## src/source/rv_consts.svh

```systemverilog
// RV64 widths, fixed by the ISA; changing them does not make an RV32 core
`ifndef RV_CONSTS_SVH
`define RV_CONSTS_SVH

// data and register width
`define RV_XLEN 64

// instruction word, compressed encodings not supported
`define RV_ILEN 32

// register address width
`define RV_REG_AW 5

// x0 included
`define RV_NUM_REGS 32

`endif

```

## src/source/isa_pkg.sv

```systemverilog
// RV64IM encodings only; no C, A, F, D or Zicsr instructions are described here
`default_nettype none
`include "rv_consts.svh"

package isa_pkg;

  typedef enum logic [6:0] {
    opc_load      = 7'b0000011,
    opc_op_imm    = 7'b0010011,
    opc_auipc     = 7'b0010111,
    opc_op_imm_32 = 7'b0011011,
    opc_store     = 7'b0100011,
    opc_op        = 7'b0110011,
    opc_lui       = 7'b0110111,
    opc_op_32     = 7'b0111011,
    opc_branch    = 7'b1100011,
    opc_jalr      = 7'b1100111,
    opc_jal       = 7'b1101111
  } opcode_e;

  typedef enum logic [2:0] {fmt_none, fmt_i, fmt_u, fmt_s, fmt_b, fmt_j} inst_fmt_e;

  typedef struct packed {
    logic [6:0]            funct7;
    logic [`RV_REG_AW-1:0] rs2;
    logic [`RV_REG_AW-1:0] rs1;
    logic [2:0]            funct3;
    logic [`RV_REG_AW-1:0] rd;
    opcode_e               opcode;
  } r_fmt_t;

  typedef struct packed {
    logic [11:0]           imm;
    logic [`RV_REG_AW-1:0] rs1;
    logic [2:0]            funct3;
    logic [`RV_REG_AW-1:0] rd;
    opcode_e               opcode;
  } i_fmt_t;

  typedef struct packed {
    logic [6:0]            imm_hi;
    logic [`RV_REG_AW-1:0] rs2;
    logic [`RV_REG_AW-1:0] rs1;
    logic [2:0]            funct3;
    logic [4:0]            imm_lo;
    opcode_e               opcode;
  } s_fmt_t;

  typedef struct packed {
    logic                  imm12;
    logic [5:0]            imm10_5;
    logic [`RV_REG_AW-1:0] rs2;
    logic [`RV_REG_AW-1:0] rs1;
    logic [2:0]            funct3;
    logic [3:0]            imm4_1;
    logic                  imm11;
    opcode_e               opcode;
  } b_fmt_t;

  typedef struct packed {
    logic [19:0]           imm;
    logic [`RV_REG_AW-1:0] rd;
    opcode_e               opcode;
  } u_fmt_t;

  typedef struct packed {
    logic                  imm20;
    logic [9:0]            imm10_1;
    logic                  imm11;
    logic [7:0]            imm19_12;
    logic [`RV_REG_AW-1:0] rd;
    opcode_e               opcode;
  } j_fmt_t;

  typedef union packed {
    r_fmt_t r;
    i_fmt_t i;
    s_fmt_t s;
    b_fmt_t b;
    u_fmt_t u;
    j_fmt_t j;
  } inst_u;

  // grouped by class, ctrl_gen decodes the groups as ranges
  typedef enum logic [6:0] {
    op_add, op_sub, op_sll, op_slt, op_sltu, op_xor, op_srl, op_sra, op_or, op_and,
    op_mul, op_mulh, op_mulhsu, op_mulhu, op_div, op_divu, op_rem, op_remu,
    op_addw, op_subw, op_sllw, op_srlw, op_sraw,
    op_mulw, op_divw, op_divuw, op_remw, op_remuw,
    op_addi, op_slti, op_sltiu, op_xori, op_ori, op_andi, op_slli, op_srli, op_srai,
    op_addiw, op_slliw, op_srliw, op_sraiw,
    op_lb, op_lh, op_lw, op_ld, op_lbu, op_lhu, op_lwu,
    op_jalr,
    op_sb, op_sh, op_sw, op_sd,
    op_beq, op_bne, op_blt, op_bge, op_bltu, op_bgeu,
    op_lui, op_auipc, op_jal,
    op_illegal
  } inst_op_e;

endpackage

`default_nettype wire

```

## src/source/ctrl_pkg.sv

```systemverilog
// alu_op code points must match the execute stage ALU; branches carry alu_invalid
`default_nettype none
`include "rv_consts.svh"

package ctrl_pkg;

  typedef enum logic [4:0] {
    alu_add      = 5'd0,
    alu_sub      = 5'd1,
    alu_slt      = 5'd2,
    alu_sltu     = 5'd3,
    alu_xor      = 5'd4,
    alu_and      = 5'd5,
    alu_or       = 5'd6,
    alu_sll      = 5'd7,
    alu_srl      = 5'd8,
    alu_sra      = 5'd9,
    alu_mul      = 5'd10,
    alu_div      = 5'd11,
    alu_divu     = 5'd12,
    alu_rem      = 5'd13,
    alu_remu     = 5'd14,
    alu_copy_imm = 5'd15,
    alu_mulh     = 5'd25,
    alu_mulhsu   = 5'd26,
    alu_mulhu    = 5'd27,
    alu_invalid  = 5'd31
  } alu_op_e;

  typedef enum logic [1:0] {b_rs2, b_imm, b_four} alu_b_src_e;

  // s = sign extended on load, u = zero extended
  typedef enum logic [2:0] {mem_sb, mem_ub, mem_sh, mem_uh, mem_sw, mem_uw, mem_sd, mem_none} mem_op_e;

  typedef enum logic [2:0] {br_jal, br_jalr, br_beq, br_bne, br_blt, br_bge, br_bltu, br_bgeu} br_func_e;

  typedef struct packed {
    alu_op_e    alu_op;
    logic       alu_a_pc;   // operand a is the pc
    alu_b_src_e alu_b_src;
    logic       word_cut;   // 32-bit result, sign extended
    logic       reg_wr;
    logic       mem_to_reg;
    logic       mem_wr;
    logic       mem_re;
    mem_op_e    mem_op;
    logic       br_en;
    br_func_e   br_func;
  } ctrl_t;

  typedef struct packed {
    logic                  wen;
    logic [`RV_REG_AW-1:0] waddr;
    logic [`RV_XLEN-1:0]   wdata;
  } wb_t;

endpackage

`default_nettype wire

```

## src/source/inst_decoder.sv

```systemverilog
// word loads only on i_inst_valid; unmatched words decode as op_illegal, flagged unless all zero
`timescale 1ns/1ns
`default_nettype none
`include "rv_consts.svh"

module inst_decoder (
  input  wire                    i_clk,
  input  wire                    i_rst_n,
  input  wire                    i_inst_valid,
  input  wire [`RV_ILEN-1:0]     i_inst,
  output isa_pkg::inst_u         o_inst,
  output isa_pkg::inst_op_e      o_op,
  output isa_pkg::inst_fmt_e     o_fmt,
  output logic [`RV_REG_AW-1:0]  o_rd,
  output logic [`RV_REG_AW-1:0]  o_rs1,
  output logic [`RV_REG_AW-1:0]  o_rs2,
  output logic                   o_invalid
);

  isa_pkg::inst_u inst_q;
  logic [9:0]     f73;

  always_ff @(posedge i_clk or negedge i_rst_n) begin
    if (!i_rst_n) begin
      inst_q <= '0;
    end else if (i_inst_valid) begin
      inst_q <= i_inst;
    end
  end

  assign f73 = {inst_q.r.funct7, inst_q.r.funct3};

  always_comb begin
    o_op = isa_pkg::op_illegal;
    case (inst_q.r.opcode)
      isa_pkg::opc_lui:   o_op = isa_pkg::op_lui;
      isa_pkg::opc_auipc: o_op = isa_pkg::op_auipc;
      isa_pkg::opc_jal:   o_op = isa_pkg::op_jal;
      isa_pkg::opc_jalr:
        if (inst_q.i.funct3 == 3'd0)
          o_op = isa_pkg::op_jalr;
      isa_pkg::opc_branch:
        case (inst_q.b.funct3)
          3'd0: o_op = isa_pkg::op_beq;
          3'd1: o_op = isa_pkg::op_bne;
          3'd4: o_op = isa_pkg::op_blt;
          3'd5: o_op = isa_pkg::op_bge;
          3'd6: o_op = isa_pkg::op_bltu;
          3'd7: o_op = isa_pkg::op_bgeu;
          default: ;
        endcase
      isa_pkg::opc_load:
        case (inst_q.i.funct3)
          3'd0: o_op = isa_pkg::op_lb;
          3'd1: o_op = isa_pkg::op_lh;
          3'd2: o_op = isa_pkg::op_lw;
          3'd3: o_op = isa_pkg::op_ld;
          3'd4: o_op = isa_pkg::op_lbu;
          3'd5: o_op = isa_pkg::op_lhu;
          3'd6: o_op = isa_pkg::op_lwu;
          default: ;
        endcase
      isa_pkg::opc_store:
        case (inst_q.s.funct3)
          3'd0: o_op = isa_pkg::op_sb;
          3'd1: o_op = isa_pkg::op_sh;
          3'd2: o_op = isa_pkg::op_sw;
          3'd3: o_op = isa_pkg::op_sd;
          default: ;
        endcase
      isa_pkg::opc_op_imm:
        case (f73) inside
          10'b???????_000: o_op = isa_pkg::op_addi;
          10'b???????_010: o_op = isa_pkg::op_slti;
          10'b???????_011: o_op = isa_pkg::op_sltiu;
          10'b???????_100: o_op = isa_pkg::op_xori;
          10'b???????_110: o_op = isa_pkg::op_ori;
          10'b???????_111: o_op = isa_pkg::op_andi;
          10'b000000?_001: o_op = isa_pkg::op_slli;  // shamt[5] in funct7[0]
          10'b000000?_101: o_op = isa_pkg::op_srli;
          10'b010000?_101: o_op = isa_pkg::op_srai;
          default: ;
        endcase
      isa_pkg::opc_op_imm_32:
        case (f73) inside
          10'b???????_000: o_op = isa_pkg::op_addiw;
          10'b0000000_001: o_op = isa_pkg::op_slliw;
          10'b0000000_101: o_op = isa_pkg::op_srliw;
          10'b0100000_101: o_op = isa_pkg::op_sraiw;
          default: ;
        endcase
      isa_pkg::opc_op:
        case (f73)
          10'b0000000_000: o_op = isa_pkg::op_add;
          10'b0100000_000: o_op = isa_pkg::op_sub;
          10'b0000000_001: o_op = isa_pkg::op_sll;
          10'b0000000_010: o_op = isa_pkg::op_slt;
          10'b0000000_011: o_op = isa_pkg::op_sltu;
          10'b0000000_100: o_op = isa_pkg::op_xor;
          10'b0000000_101: o_op = isa_pkg::op_srl;
          10'b0100000_101: o_op = isa_pkg::op_sra;
          10'b0000000_110: o_op = isa_pkg::op_or;
          10'b0000000_111: o_op = isa_pkg::op_and;
          10'b0000001_000: o_op = isa_pkg::op_mul;
          10'b0000001_001: o_op = isa_pkg::op_mulh;
          10'b0000001_010: o_op = isa_pkg::op_mulhsu;
          10'b0000001_011: o_op = isa_pkg::op_mulhu;
          10'b0000001_100: o_op = isa_pkg::op_div;
          10'b0000001_101: o_op = isa_pkg::op_divu;
          10'b0000001_110: o_op = isa_pkg::op_rem;
          10'b0000001_111: o_op = isa_pkg::op_remu;
          default: ;
        endcase
      isa_pkg::opc_op_32:
        case (f73)
          10'b0000000_000: o_op = isa_pkg::op_addw;
          10'b0100000_000: o_op = isa_pkg::op_subw;
          10'b0000000_001: o_op = isa_pkg::op_sllw;
          10'b0000000_101: o_op = isa_pkg::op_srlw;
          10'b0100000_101: o_op = isa_pkg::op_sraw;
          10'b0000001_000: o_op = isa_pkg::op_mulw;
          10'b0000001_100: o_op = isa_pkg::op_divw;
          10'b0000001_101: o_op = isa_pkg::op_divuw;
          10'b0000001_110: o_op = isa_pkg::op_remw;
          10'b0000001_111: o_op = isa_pkg::op_remuw;
          default: ;
        endcase
      default: ;
    endcase
  end

  always_comb begin
    case (inst_q.r.opcode)
      isa_pkg::opc_load, isa_pkg::opc_op_imm,
      isa_pkg::opc_op_imm_32, isa_pkg::opc_jalr: o_fmt = isa_pkg::fmt_i;
      isa_pkg::opc_store:                        o_fmt = isa_pkg::fmt_s;
      isa_pkg::opc_branch:                       o_fmt = isa_pkg::fmt_b;
      isa_pkg::opc_lui, isa_pkg::opc_auipc:      o_fmt = isa_pkg::fmt_u;
      isa_pkg::opc_jal:                          o_fmt = isa_pkg::fmt_j;
      default:                                   o_fmt = isa_pkg::fmt_none;
    endcase
    if (o_op == isa_pkg::op_illegal)
      o_fmt = isa_pkg::fmt_none;  // no immediate for rejected words
  end

  assign o_inst    = inst_q;
  assign o_rd      = inst_q.r.rd;
  assign o_rs1     = inst_q.r.rs1;
  assign o_rs2     = inst_q.r.rs2;
  assign o_invalid = (o_op == isa_pkg::op_illegal) && (inst_q != '0);

endmodule

`default_nettype wire

```

## src/source/imm_gen.sv

```systemverilog
// R-type and rejected words arrive as fmt_none and give a zero immediate
`timescale 1ns/1ns
`default_nettype none
`include "rv_consts.svh"

module imm_gen (
  input  isa_pkg::inst_u            i_inst,
  input  isa_pkg::inst_fmt_e        i_fmt,
  output logic [`RV_XLEN-1:0]       o_imm
);

  always_comb begin
    case (i_fmt)
      isa_pkg::fmt_i:
        o_imm = {{(`RV_XLEN-12){i_inst.i.imm[11]}}, i_inst.i.imm};
      isa_pkg::fmt_u:
        o_imm = {{(`RV_XLEN-32){i_inst.u.imm[19]}}, i_inst.u.imm, 12'b0};
      isa_pkg::fmt_s:
        o_imm = {{(`RV_XLEN-12){i_inst.s.imm_hi[6]}}, i_inst.s.imm_hi, i_inst.s.imm_lo};
      isa_pkg::fmt_b:
        o_imm = {{(`RV_XLEN-12){i_inst.b.imm12}}, i_inst.b.imm11, i_inst.b.imm10_5,
                 i_inst.b.imm4_1, 1'b0};  // imm12 lands in the sign copies
      isa_pkg::fmt_j:
        o_imm = {{(`RV_XLEN-20){i_inst.j.imm20}}, i_inst.j.imm19_12, i_inst.j.imm11,
                 i_inst.j.imm10_1, 1'b0};
      default:
        o_imm = '0;
    endcase
  end

endmodule

`default_nettype wire

```

## src/source/ctrl_gen.sv

```systemverilog
// relies on the class ordering of isa_pkg::inst_op_e; op_illegal gives the idle bundle
`timescale 1ns/1ns
`default_nettype none

module ctrl_gen (
  input  isa_pkg::inst_op_e i_op,
  output ctrl_pkg::ctrl_t   o_ctrl
);

  logic is_load;

  assign is_load = i_op inside {[isa_pkg::op_lb : isa_pkg::op_lwu]};

  always_comb begin
    case (i_op) inside
      isa_pkg::op_add, isa_pkg::op_addw, isa_pkg::op_addi, isa_pkg::op_addiw,
      isa_pkg::op_auipc, isa_pkg::op_jal, isa_pkg::op_jalr,
      [isa_pkg::op_lb : isa_pkg::op_lwu],
      [isa_pkg::op_sb : isa_pkg::op_sd]:     o_ctrl.alu_op = ctrl_pkg::alu_add;
      isa_pkg::op_lui:                       o_ctrl.alu_op = ctrl_pkg::alu_copy_imm;
      isa_pkg::op_sub, isa_pkg::op_subw:     o_ctrl.alu_op = ctrl_pkg::alu_sub;
      isa_pkg::op_slt, isa_pkg::op_slti:     o_ctrl.alu_op = ctrl_pkg::alu_slt;
      isa_pkg::op_sltu, isa_pkg::op_sltiu:   o_ctrl.alu_op = ctrl_pkg::alu_sltu;
      isa_pkg::op_xor, isa_pkg::op_xori:     o_ctrl.alu_op = ctrl_pkg::alu_xor;
      isa_pkg::op_and, isa_pkg::op_andi:     o_ctrl.alu_op = ctrl_pkg::alu_and;
      isa_pkg::op_or, isa_pkg::op_ori:       o_ctrl.alu_op = ctrl_pkg::alu_or;
      isa_pkg::op_sll, isa_pkg::op_sllw,
      isa_pkg::op_slli, isa_pkg::op_slliw:   o_ctrl.alu_op = ctrl_pkg::alu_sll;
      isa_pkg::op_srl, isa_pkg::op_srlw,
      isa_pkg::op_srli, isa_pkg::op_srliw:   o_ctrl.alu_op = ctrl_pkg::alu_srl;
      isa_pkg::op_sra, isa_pkg::op_sraw,
      isa_pkg::op_srai, isa_pkg::op_sraiw:   o_ctrl.alu_op = ctrl_pkg::alu_sra;
      isa_pkg::op_mul, isa_pkg::op_mulw:     o_ctrl.alu_op = ctrl_pkg::alu_mul;
      isa_pkg::op_mulh:                      o_ctrl.alu_op = ctrl_pkg::alu_mulh;
      isa_pkg::op_mulhsu:                    o_ctrl.alu_op = ctrl_pkg::alu_mulhsu;
      isa_pkg::op_mulhu:                     o_ctrl.alu_op = ctrl_pkg::alu_mulhu;
      isa_pkg::op_div, isa_pkg::op_divw:     o_ctrl.alu_op = ctrl_pkg::alu_div;
      isa_pkg::op_divu, isa_pkg::op_divuw:   o_ctrl.alu_op = ctrl_pkg::alu_divu;
      isa_pkg::op_rem, isa_pkg::op_remw:     o_ctrl.alu_op = ctrl_pkg::alu_rem;
      isa_pkg::op_remu, isa_pkg::op_remuw:   o_ctrl.alu_op = ctrl_pkg::alu_remu;
      default:                               o_ctrl.alu_op = ctrl_pkg::alu_invalid;
    endcase

    o_ctrl.alu_a_pc = i_op inside {isa_pkg::op_jal, isa_pkg::op_jalr, isa_pkg::op_auipc};

    if (i_op inside {isa_pkg::op_jal, isa_pkg::op_jalr})
      o_ctrl.alu_b_src = ctrl_pkg::b_four;  // link address pc + 4
    else if (i_op inside {[isa_pkg::op_addi : isa_pkg::op_lwu], [isa_pkg::op_sb : isa_pkg::op_sd],
                          isa_pkg::op_lui, isa_pkg::op_auipc})
      o_ctrl.alu_b_src = ctrl_pkg::b_imm;
    else
      o_ctrl.alu_b_src = ctrl_pkg::b_rs2;

    o_ctrl.word_cut = i_op inside {[isa_pkg::op_addw : isa_pkg::op_remuw],
                                   [isa_pkg::op_addiw : isa_pkg::op_sraiw]};
    o_ctrl.reg_wr = i_op inside {[isa_pkg::op_add : isa_pkg::op_jalr],
                                 isa_pkg::op_lui, isa_pkg::op_auipc, isa_pkg::op_jal};
    o_ctrl.mem_to_reg = is_load;
    o_ctrl.mem_re     = is_load;
    o_ctrl.mem_wr     = i_op inside {[isa_pkg::op_sb : isa_pkg::op_sd]};

    case (i_op)
      isa_pkg::op_lb, isa_pkg::op_sb: o_ctrl.mem_op = ctrl_pkg::mem_sb;
      isa_pkg::op_lbu:                o_ctrl.mem_op = ctrl_pkg::mem_ub;
      isa_pkg::op_lh, isa_pkg::op_sh: o_ctrl.mem_op = ctrl_pkg::mem_sh;
      isa_pkg::op_lhu:                o_ctrl.mem_op = ctrl_pkg::mem_uh;
      isa_pkg::op_lw, isa_pkg::op_sw: o_ctrl.mem_op = ctrl_pkg::mem_sw;
      isa_pkg::op_lwu:                o_ctrl.mem_op = ctrl_pkg::mem_uw;
      isa_pkg::op_ld, isa_pkg::op_sd: o_ctrl.mem_op = ctrl_pkg::mem_sd;
      default:                        o_ctrl.mem_op = ctrl_pkg::mem_none;
    endcase

    o_ctrl.br_en = i_op inside {[isa_pkg::op_beq : isa_pkg::op_bgeu],
                                isa_pkg::op_jal, isa_pkg::op_jalr};

    case (i_op)
      isa_pkg::op_jalr: o_ctrl.br_func = ctrl_pkg::br_jalr;
      isa_pkg::op_beq:  o_ctrl.br_func = ctrl_pkg::br_beq;
      isa_pkg::op_bne:  o_ctrl.br_func = ctrl_pkg::br_bne;
      isa_pkg::op_blt:  o_ctrl.br_func = ctrl_pkg::br_blt;
      isa_pkg::op_bge:  o_ctrl.br_func = ctrl_pkg::br_bge;
      isa_pkg::op_bltu: o_ctrl.br_func = ctrl_pkg::br_bltu;
      isa_pkg::op_bgeu: o_ctrl.br_func = ctrl_pkg::br_bgeu;
      default:          o_ctrl.br_func = ctrl_pkg::br_jal;  // don't care unless br_en
    endcase
  end

endmodule

`default_nettype wire

```

## src/source/gpr_file.sv

```systemverilog
// x0 reads zero and ignores writes; a write shows on the read ports right after the edge
`timescale 1ns/1ns
`default_nettype none
`include "rv_consts.svh"

module gpr_file (
  input  wire                    i_clk,
  input  wire                    i_rst_n,
  input  wire [`RV_REG_AW-1:0]   i_raddr1,
  input  wire [`RV_REG_AW-1:0]   i_raddr2,
  input  ctrl_pkg::wb_t          i_wb,
  output logic [`RV_XLEN-1:0]    o_rdata1,
  output logic [`RV_XLEN-1:0]    o_rdata2
);

  logic [`RV_XLEN-1:0] regs [1:`RV_NUM_REGS-1];

  always_ff @(posedge i_clk or negedge i_rst_n) begin
    if (!i_rst_n) begin
      for (int i = 1; i < `RV_NUM_REGS; i++) begin
        regs[i] <= '0;
      end
    end else if (i_wb.wen && (i_wb.waddr != '0)) begin
      regs[i_wb.waddr] <= i_wb.wdata;
    end
  end

  assign o_rdata1 = (i_raddr1 == '0) ? '0 : regs[i_raddr1];
  assign o_rdata2 = (i_raddr2 == '0) ? '0 : regs[i_raddr2];

endmodule

`default_nettype wire

```

## src/source/id_stage.sv

```systemverilog
// outputs follow the held word one cycle after i_inst_valid; no stall or flush input
`timescale 1ns/1ns
`default_nettype none
`include "rv_consts.svh"

module id_stage (
  input  wire                    i_clk,
  input  wire                    i_rst_n,
  input  wire                    i_inst_valid,
  input  wire [`RV_ILEN-1:0]     i_inst,
  input  ctrl_pkg::wb_t          i_wb,
  output ctrl_pkg::ctrl_t        o_ctrl,
  output logic [`RV_XLEN-1:0]    o_imm,
  output logic [`RV_REG_AW-1:0]  o_rd,
  output logic [`RV_XLEN-1:0]    o_rs1_data,
  output logic [`RV_XLEN-1:0]    o_rs2_data,
  output logic                   o_invalid
);

  isa_pkg::inst_u        inst;
  isa_pkg::inst_op_e     op;
  isa_pkg::inst_fmt_e    fmt;
  logic [`RV_REG_AW-1:0] rs1;
  logic [`RV_REG_AW-1:0] rs2;

  inst_decoder u_dec (
    .i_clk        (i_clk),
    .i_rst_n      (i_rst_n),
    .i_inst_valid (i_inst_valid),
    .i_inst       (i_inst),
    .o_inst       (inst),
    .o_op         (op),
    .o_fmt        (fmt),
    .o_rd         (o_rd),
    .o_rs1        (rs1),
    .o_rs2        (rs2),
    .o_invalid    (o_invalid)
  );

  imm_gen u_imm (
    .i_inst (inst),
    .i_fmt  (fmt),
    .o_imm  (o_imm)
  );

  ctrl_gen u_ctrl (
    .i_op   (op),
    .o_ctrl (o_ctrl)
  );

  gpr_file u_gpr (
    .i_clk    (i_clk),
    .i_rst_n  (i_rst_n),
    .i_raddr1 (rs1),
    .i_raddr2 (rs2),
    .i_wb     (i_wb),
    .o_rdata1 (o_rs1_data),
    .o_rdata2 (o_rs2_data)
  );

endmodule

`default_nettype wire

```

## config.mk

```make
export PLATFORM = sky130hd
export DESIGN_NAME = id_stage
export DESIGN_NICKNAME = d
export VERILOG_FILES = /design/src/source/isa_pkg.sv /design/src/source/ctrl_pkg.sv /design/src/source/inst_decoder.sv /design/src/source/imm_gen.sv /design/src/source/ctrl_gen.sv /design/src/source/gpr_file.sv /design/src/source/id_stage.sv
export VERILOG_INCLUDE_DIRS = /design/src /design/src/source
export SDC_FILE = /design/constraint.sdc
export NUM_CORES = 2
export LEC_CHECK = 0
export ABC_AREA = 1
export ABC_CLOCK_PERIOD_IN_PS = 9100
export BUFFER_PORTS_ARGS = -buffer_cell sky130_fd_sc_hd__buf_2
export CORE_MARGIN = 10
export CORE_UTILIZATION = 40
export CTS_BUF_LIST = sky130_fd_sc_hd__clkbuf_4 sky130_fd_sc_hd__clkbuf_8
export CTS_CLUSTER_SIZE = 25
export DETAILED_ROUTE_END_ITERATION = 10
export PLACE_DENSITY = 0.61
export SYNTH_ARGS = -nofsm -noshare
export SYNTH_HDL_FRONTEND = slang
export SYNTH_SLANG_ARGS = --single-unit
```

## constraint.sdc

```tcl
create_clock -name i_clk -period 9.1 [get_ports i_clk]
set_input_delay 0.91 -clock i_clk [delete_from_list [all_inputs] [get_ports i_clk]]
set_output_delay 0.91 -clock i_clk [all_outputs]
set_load 0.05 [all_outputs]
```

Yosys cells after proc, flatten, opt, wreduce, memory -nomap -nowiden:

Index checks and enable logic that the tools add are counted.
W data, S select, Z words.

* order comparisons: 17
* equal/unequal tests: 105
* mux-type cells: 57
* bitwise gates (word level): 3
* reductions and logical operators: 44

Operators by type and width (number)
* $bwmux W1984: 1
* $bmux W64 S5: 2
* $mux W64: 7
* $demux W64 S5: 1
* $pmux W64 S5: 1
* $eq A7 B6 Y1 const B: 35
* $eq A7 B5 Y1 const B: 19
* $pmux W6 S18: 1
* $mux W5: 21
* $eq A10 B4 Y1 const B: 8
* $mux W7: 11
* $pmux W7 S11: 1
* $pmux W6 S10: 1
* $eq A7 B4 Y1 const B: 8
* $pmux W3 S7: 2
* $eq A10 B3 Y1 const B: 4
* $le A7 B6 Y1 const B: 5
* $pmux W5 S7: 1
* $reduce_bool A32 Y1: 1
* $reduce_or A2 Y1: 16
* $eq A7 B3 Y1 const B: 4
* $ge A7 B6 Y1 const B: 4
* $pmux W4 S6: 1
* $eq A7 B2 Y1 const B: 3
* 34 further kinds: 68

* flip-flop bits (word level): 2016
* input port bits: 105
* output and inout port bits: 218
* logic and storage cells: 258

Depth between registers and ports, before layout:

* depth after elaboration: 32
* gate-level depth with buffers: 22
* gate-level depth less buffers: 21

Hierarchy:

A second synthesis with hierarchy kept.

* cell total of the unflattened synthesis: 17671
* area, all modules: 116905.9 um^2

Modules (own cells, without submodules)
* gpr_file: times used 1, cells an instance 16993, area an instance 112838.2 um^2, seq. area each 49647.6 um^2
* inst_decoder: times used 1, cells an instance 378, area an instance 2585.0 um^2, seq. area each 800.8 um^2
* ctrl_gen: times used 1, cells an instance 181, area an instance 807.0 um^2, seq. area each 0.0 um^2
* imm_gen: times used 1, cells an instance 119, area an instance 675.6 um^2, seq. area each 0.0 um^2

Worst setup path before layout:

No wires, ideal clock.

* kind: reg2out
* from: register u_dec.inst_q, in the netlist u_dec.o_inst[31]
* to: output o_imm[32]
* arrival time: 5.181 ns
* required time: 8.190 ns
* slack: 3.009 ns
* stages on the path, launching flop included: 14
* path buffers: 1
* cell sequence: dfrtp_1 > inv_2 > nand2_2 > nor2_4 > nand3_1 > a21o_1 > nand2_1 > nand2_4 > nor2_8 > nor2_4 > nand2_1 > inv_2 > a221oi_1 > buf_4

* word-level cells in the longest chain between the ends: 15
* elaborated cells on any way between the ends: 45
* classes of those cells: eq/ne: 26; mux: 18; reduce/logical: 1

RTL lines
* start: declaration: RTL line inst_decoder.sv:20 `isa_pkg::inst_u inst_q;`
* start signal: assignment: RTL line inst_decoder.sv:27 `inst_q <= i_inst;`
* $eq A9 B8 Y1 (no source line)
* $mux W5: RTL line inst_decoder.sv:72 `case (f73) inside`
* $mux W7 (8 in series): RTL line inst_decoder.sv:72
* $pmux W7 S11: RTL line inst_decoder.sv:35 `case (inst_q.r.opcode)`
* $eq A7 B6 Y1: RTL line inst_decoder.sv:142 `if (o_op == isa_pkg::op_illegal)`
* $mux W3: RTL line inst_decoder.sv:142
* $eq A3 B3 Y1, or another cell as far along: RTL line imm_gen.sv:13 `case (i_fmt)`
* $pmux W64 S5 *: RTL line imm_gen.sv:13
* end: declaration: RTL line id_stage.sv:13 `` output logic [`RV_XLEN-1:0] o_imm, ``

Every way passes the cells marked *; elsewhere a longest branch is shown, timed or not.

Worst setup path after layout:

* from: register u_dec.inst_q, in the netlist u_dec.o_inst[16]
* to: output o_rs1_data[31]

* word-level cells in the longest chain between the ends: 5
* elaborated cells on any way between the ends: 6
* classes of those cells: mux: 4; bitwise: 1; reduce/logical: 1

RTL lines
* $not A5 Y6 (not written as such): RTL line gpr_file.sv:28 `assign o_rdata1 = (i_raddr1 == '0) ? '0 : regs[i_raddr1];`
* $bmux W64 S5: RTL line gpr_file.sv:28
* $mux W64 (not written as such) (2 in series): RTL line gpr_file.sv:28
* $mux W64 *: RTL line gpr_file.sv:28
* end: declaration: RTL line id_stage.sv:15 `` output logic [`RV_XLEN-1:0] o_rs1_data, ``

Every way passes the cells marked *; elsewhere a longest branch is shown, timed or not. The select of a mux whose other input is x is not followed.

==> reports/results.txt <==
global-route wire length before repair: 692,000 um
CTS sink count: 2,016
logic gate share of total power: 23.3%
total routed wirelength: 477,000 um
most common cell after layout, fill and taps aside: o21ai_0
outcome: completed
worst slew pin tran: 1.37 ns
starting DRC count in detailed routing: 16,600
skew final: 0 ns
post-route worst setup slack: 2.05 ns
initial antenna violation count: 65
Post-CTS Hold Fix Bufs: 1
CTS tree: done
CTS clk-pin slew, worst paths: 0.07 ns
placed cell area: 0.110 mm^2
critical path fanouts, max: 80
number of global-route vias before repair: 98,900
synthesized flop and latch total: 2,016
pwr dens: 235 mW/mm^2
Slew Limit Fails: 0
Skew-Pair Late Insertion Delay: 1.01 ns
Cell Area, Synth: 0.107 mm^2
DR WL/cell: 27.6 um
worst vdd ir: 0.000166 V
grt ovf: 0
Clock Tree Root: clkbuf_8
P_int: 17.7 mW
Area growth syn-to-layout: 9.99%
Achievable Freq: 142 MHz
Sequential Area: 0.0505 mm^2
DP Wirelength: 256,000 um
max_cap viols: 0
H-tree Lvls: 5
Slew headroom: 8.50%
Crit. End Element: output pin
Final setup violation count: 0
IO Port Bufs: 322
critical path class: reg -> out
Worst R2R End: u_dec.o_inst[21]
Die Ht: 537 um
Unique masters post-synth: 61
ratio of cells with drive above 1 in the final layout: 9.89%
Reg power frac: 43.1%
Req. time, crit path: 8.19 ns
Syn Nets: 14,000
hold path endpoint: u_dec.o_inst[24]
DR DRC count: 0
GRT Total Usage: 31.7%
post-route ant nets: 0
Fin. Hold Viols: 0
cts repair resizes: 0
Period minus WS final: 7.05 ns
CP peak stage delay: 1.06 ns
TritonRoute pass-1 iters: 7
number of fill cells: 26,800
hold path depth: 3
total power: 27.6 mW
most frequent cells in the layout: o21ai_0 (3,582), nand2_1 (2,628), dfrtp_1 (2,006)
final non-filler cell total: 17,300
clock share of power: 33.5%
Die X: 537 um
worst slack at placement: 3.44 ns
CP Launch Type: register
switching share of power: 35.9%
crit path from: u_dec.o_inst[16]
Mapped Cells: 13,900
total CTS buffers: 361
Post-CTS Setup Bufs: 0
Net Sw Power: 9.92 mW
worst min path class: in -> reg
crit path cell chain: inv_8 > buf_4 > buf_4 > o21ai_0 > o22ai_1 > nand2_1 > a31oi_1 > buf_2
I/O pins: 323
final core utilization: 44.3%
largest net degree at the start of global routing: 195
multi-input logic area: 0.0482 mm^2
num rows: 189
Setup TNS Final: 0 ns
Core Footprint: 0.266 mm^2
register area share after synthesis: 47.1%
Pleak: 51.5 nW
Bufs on Longest Clock Path: 4
detailed-route via count: 107,000
R2R depth: 3
routability congestion estimate: 0.866
r2r setup slk: 6.39 ns
Worst Min Path Start: i_inst[24]
Tcrit/Tclk final: 77.5%
unrepaired setup endpoints after global routing: no
slowest stage cell, crit path: a31oi_1
crit path DAT: 6.14 ns
starting density of the core: 40.3%
Post-Syn Area per Cell: 7.68 um^2
die area: 0.289 mm^2
worst hold slack: 0.0992 ns
Avg Vias per Cell: 6.22
most used cell, CP: buf_4
# placed instances: 16,600
Nets: 13,500
Finished Cell Area: 0.118 mm^2
worst reg2reg startpoint: u_dec.o_inst[21]
yosys warns: 0
[registers in the layout, summed over array words and instances, names as in the netlist]
| register | cells |
|---|---|
| u_gpr.regs | 1984 |
| u_dec.o_inst | 32 |
[synthesized netlist by cell type (all sizes together)]
master,n,area share [%]
a41oi,5,0.041
o21ai,3613,17
and2,1,0.0058
o32ai,2,0.016
a31oi,83,0.48
a22oi,101,0.71
nand3,269,1.3
nand4,11,0.064
or2,4,0.023
a21boi,16,0.11
nor4,18,0.11
a2111oi,46,0.38
o221ai,222,1.8
clkbuf,1268,4.4
mux2,2,0.021
a21o,5,0.035
a32o,32,0.30
nand2,2685,9.6
clkinv,7,0.030
a221oi,166,1.4
o22ai,98,0.57
a221o,2,0.019
buf,149,0.71
a311oi,28,0.23
and3,1,0.0058
nor2,830,3.1
inv,848,3.0
a211oi,51,0.36
nor3,28,0.15
o21a,5,0.035
a32oi,14,0.11
nand3b,4,0.040
a211o,1,0.0082
o21bai,4,0.028
o2111ai,58,0.47
o211ai,213,1.5
dfrtp,2016,47
a21oi,1031,4.8
[critical path: cells and delay by family (launching register included)]
| kind | cells | cell delay, ns |
|---|---|---|
| simple gates | 1 | 0.07 |
| flops | 1 | 0.74 |
| compound gates | 3 | 1.43 |
| buf+inv | 4 | 2.56 |
[power groups by stage]
stage	logic (mW)	clock network, mW	registers (mW)
5_1_grt	7.09	9.73	12.1
3_5_place_dp	6.30	0	12.0
6_report	6.44	9.27	11.9
3_3_place_gp	6.18	0	12.0
2_1_floorplan	4.29	0	11.6
4_1_cts	6.30	9.32	11.9
[cells by family (layout without fill, tap and decap cells)]
family	count (synthesis)	count (layout)	synth area share [%]
AND/OR/NAND/NOR	3851	3851	14.3
other	0	53	0
AO/OA/AOI/OAI	5796	5796	30.4
buffers and inverters	2272	2010	8.17
multiplexers	2	2	0.0210
flip-flops	2016	2016	47.1
[layer usage]
| metal | part of all wire, % | track usage [%] | routed length (um) |
|---|---|---|---|
| met1 | 40 | 43.0 | 191000 |
| met2 | 42 | 46.0 | 198000 |
| met3 | 13 | 9.30 | 60700 |
| met4 | 5.5 | 15.7 | 26300 |
| met5 | 0.043 | 0 | 204 |
[worst max path at each step]
stage	slack, ns	cells after the start	to
floorplan	3.01	13	o_imm[32]
finish	2.05	8	o_rs1_data[31]
CTS	2.33	8	o_rs1_data[31]
global placement	3.42	8	o_rs1_data[31]
detailed placement	3.44	8	o_rs1_data[31]
global route	2.19	8	o_rs1_data[31]
[layout make-up]
| cell class | count | share of cell area (%) |
|---|---|---|
| Tap cell | 3533 | 3.75 |
| Clock buffer | 570 | 6.08 |
| Timing Repair Buffer | 525 | 3.03 |
| Sequential cell | 2016 | 42.9 |
| Multi-Input combinational cell | 9649 | 40.9 |
| Antenna cell | 53 | 0.113 |
| Clock inverter | 60 | 0.434 |
| Inverter | 855 | 2.81 |
No activity file was read; power rests on OpenSTA's default activity.
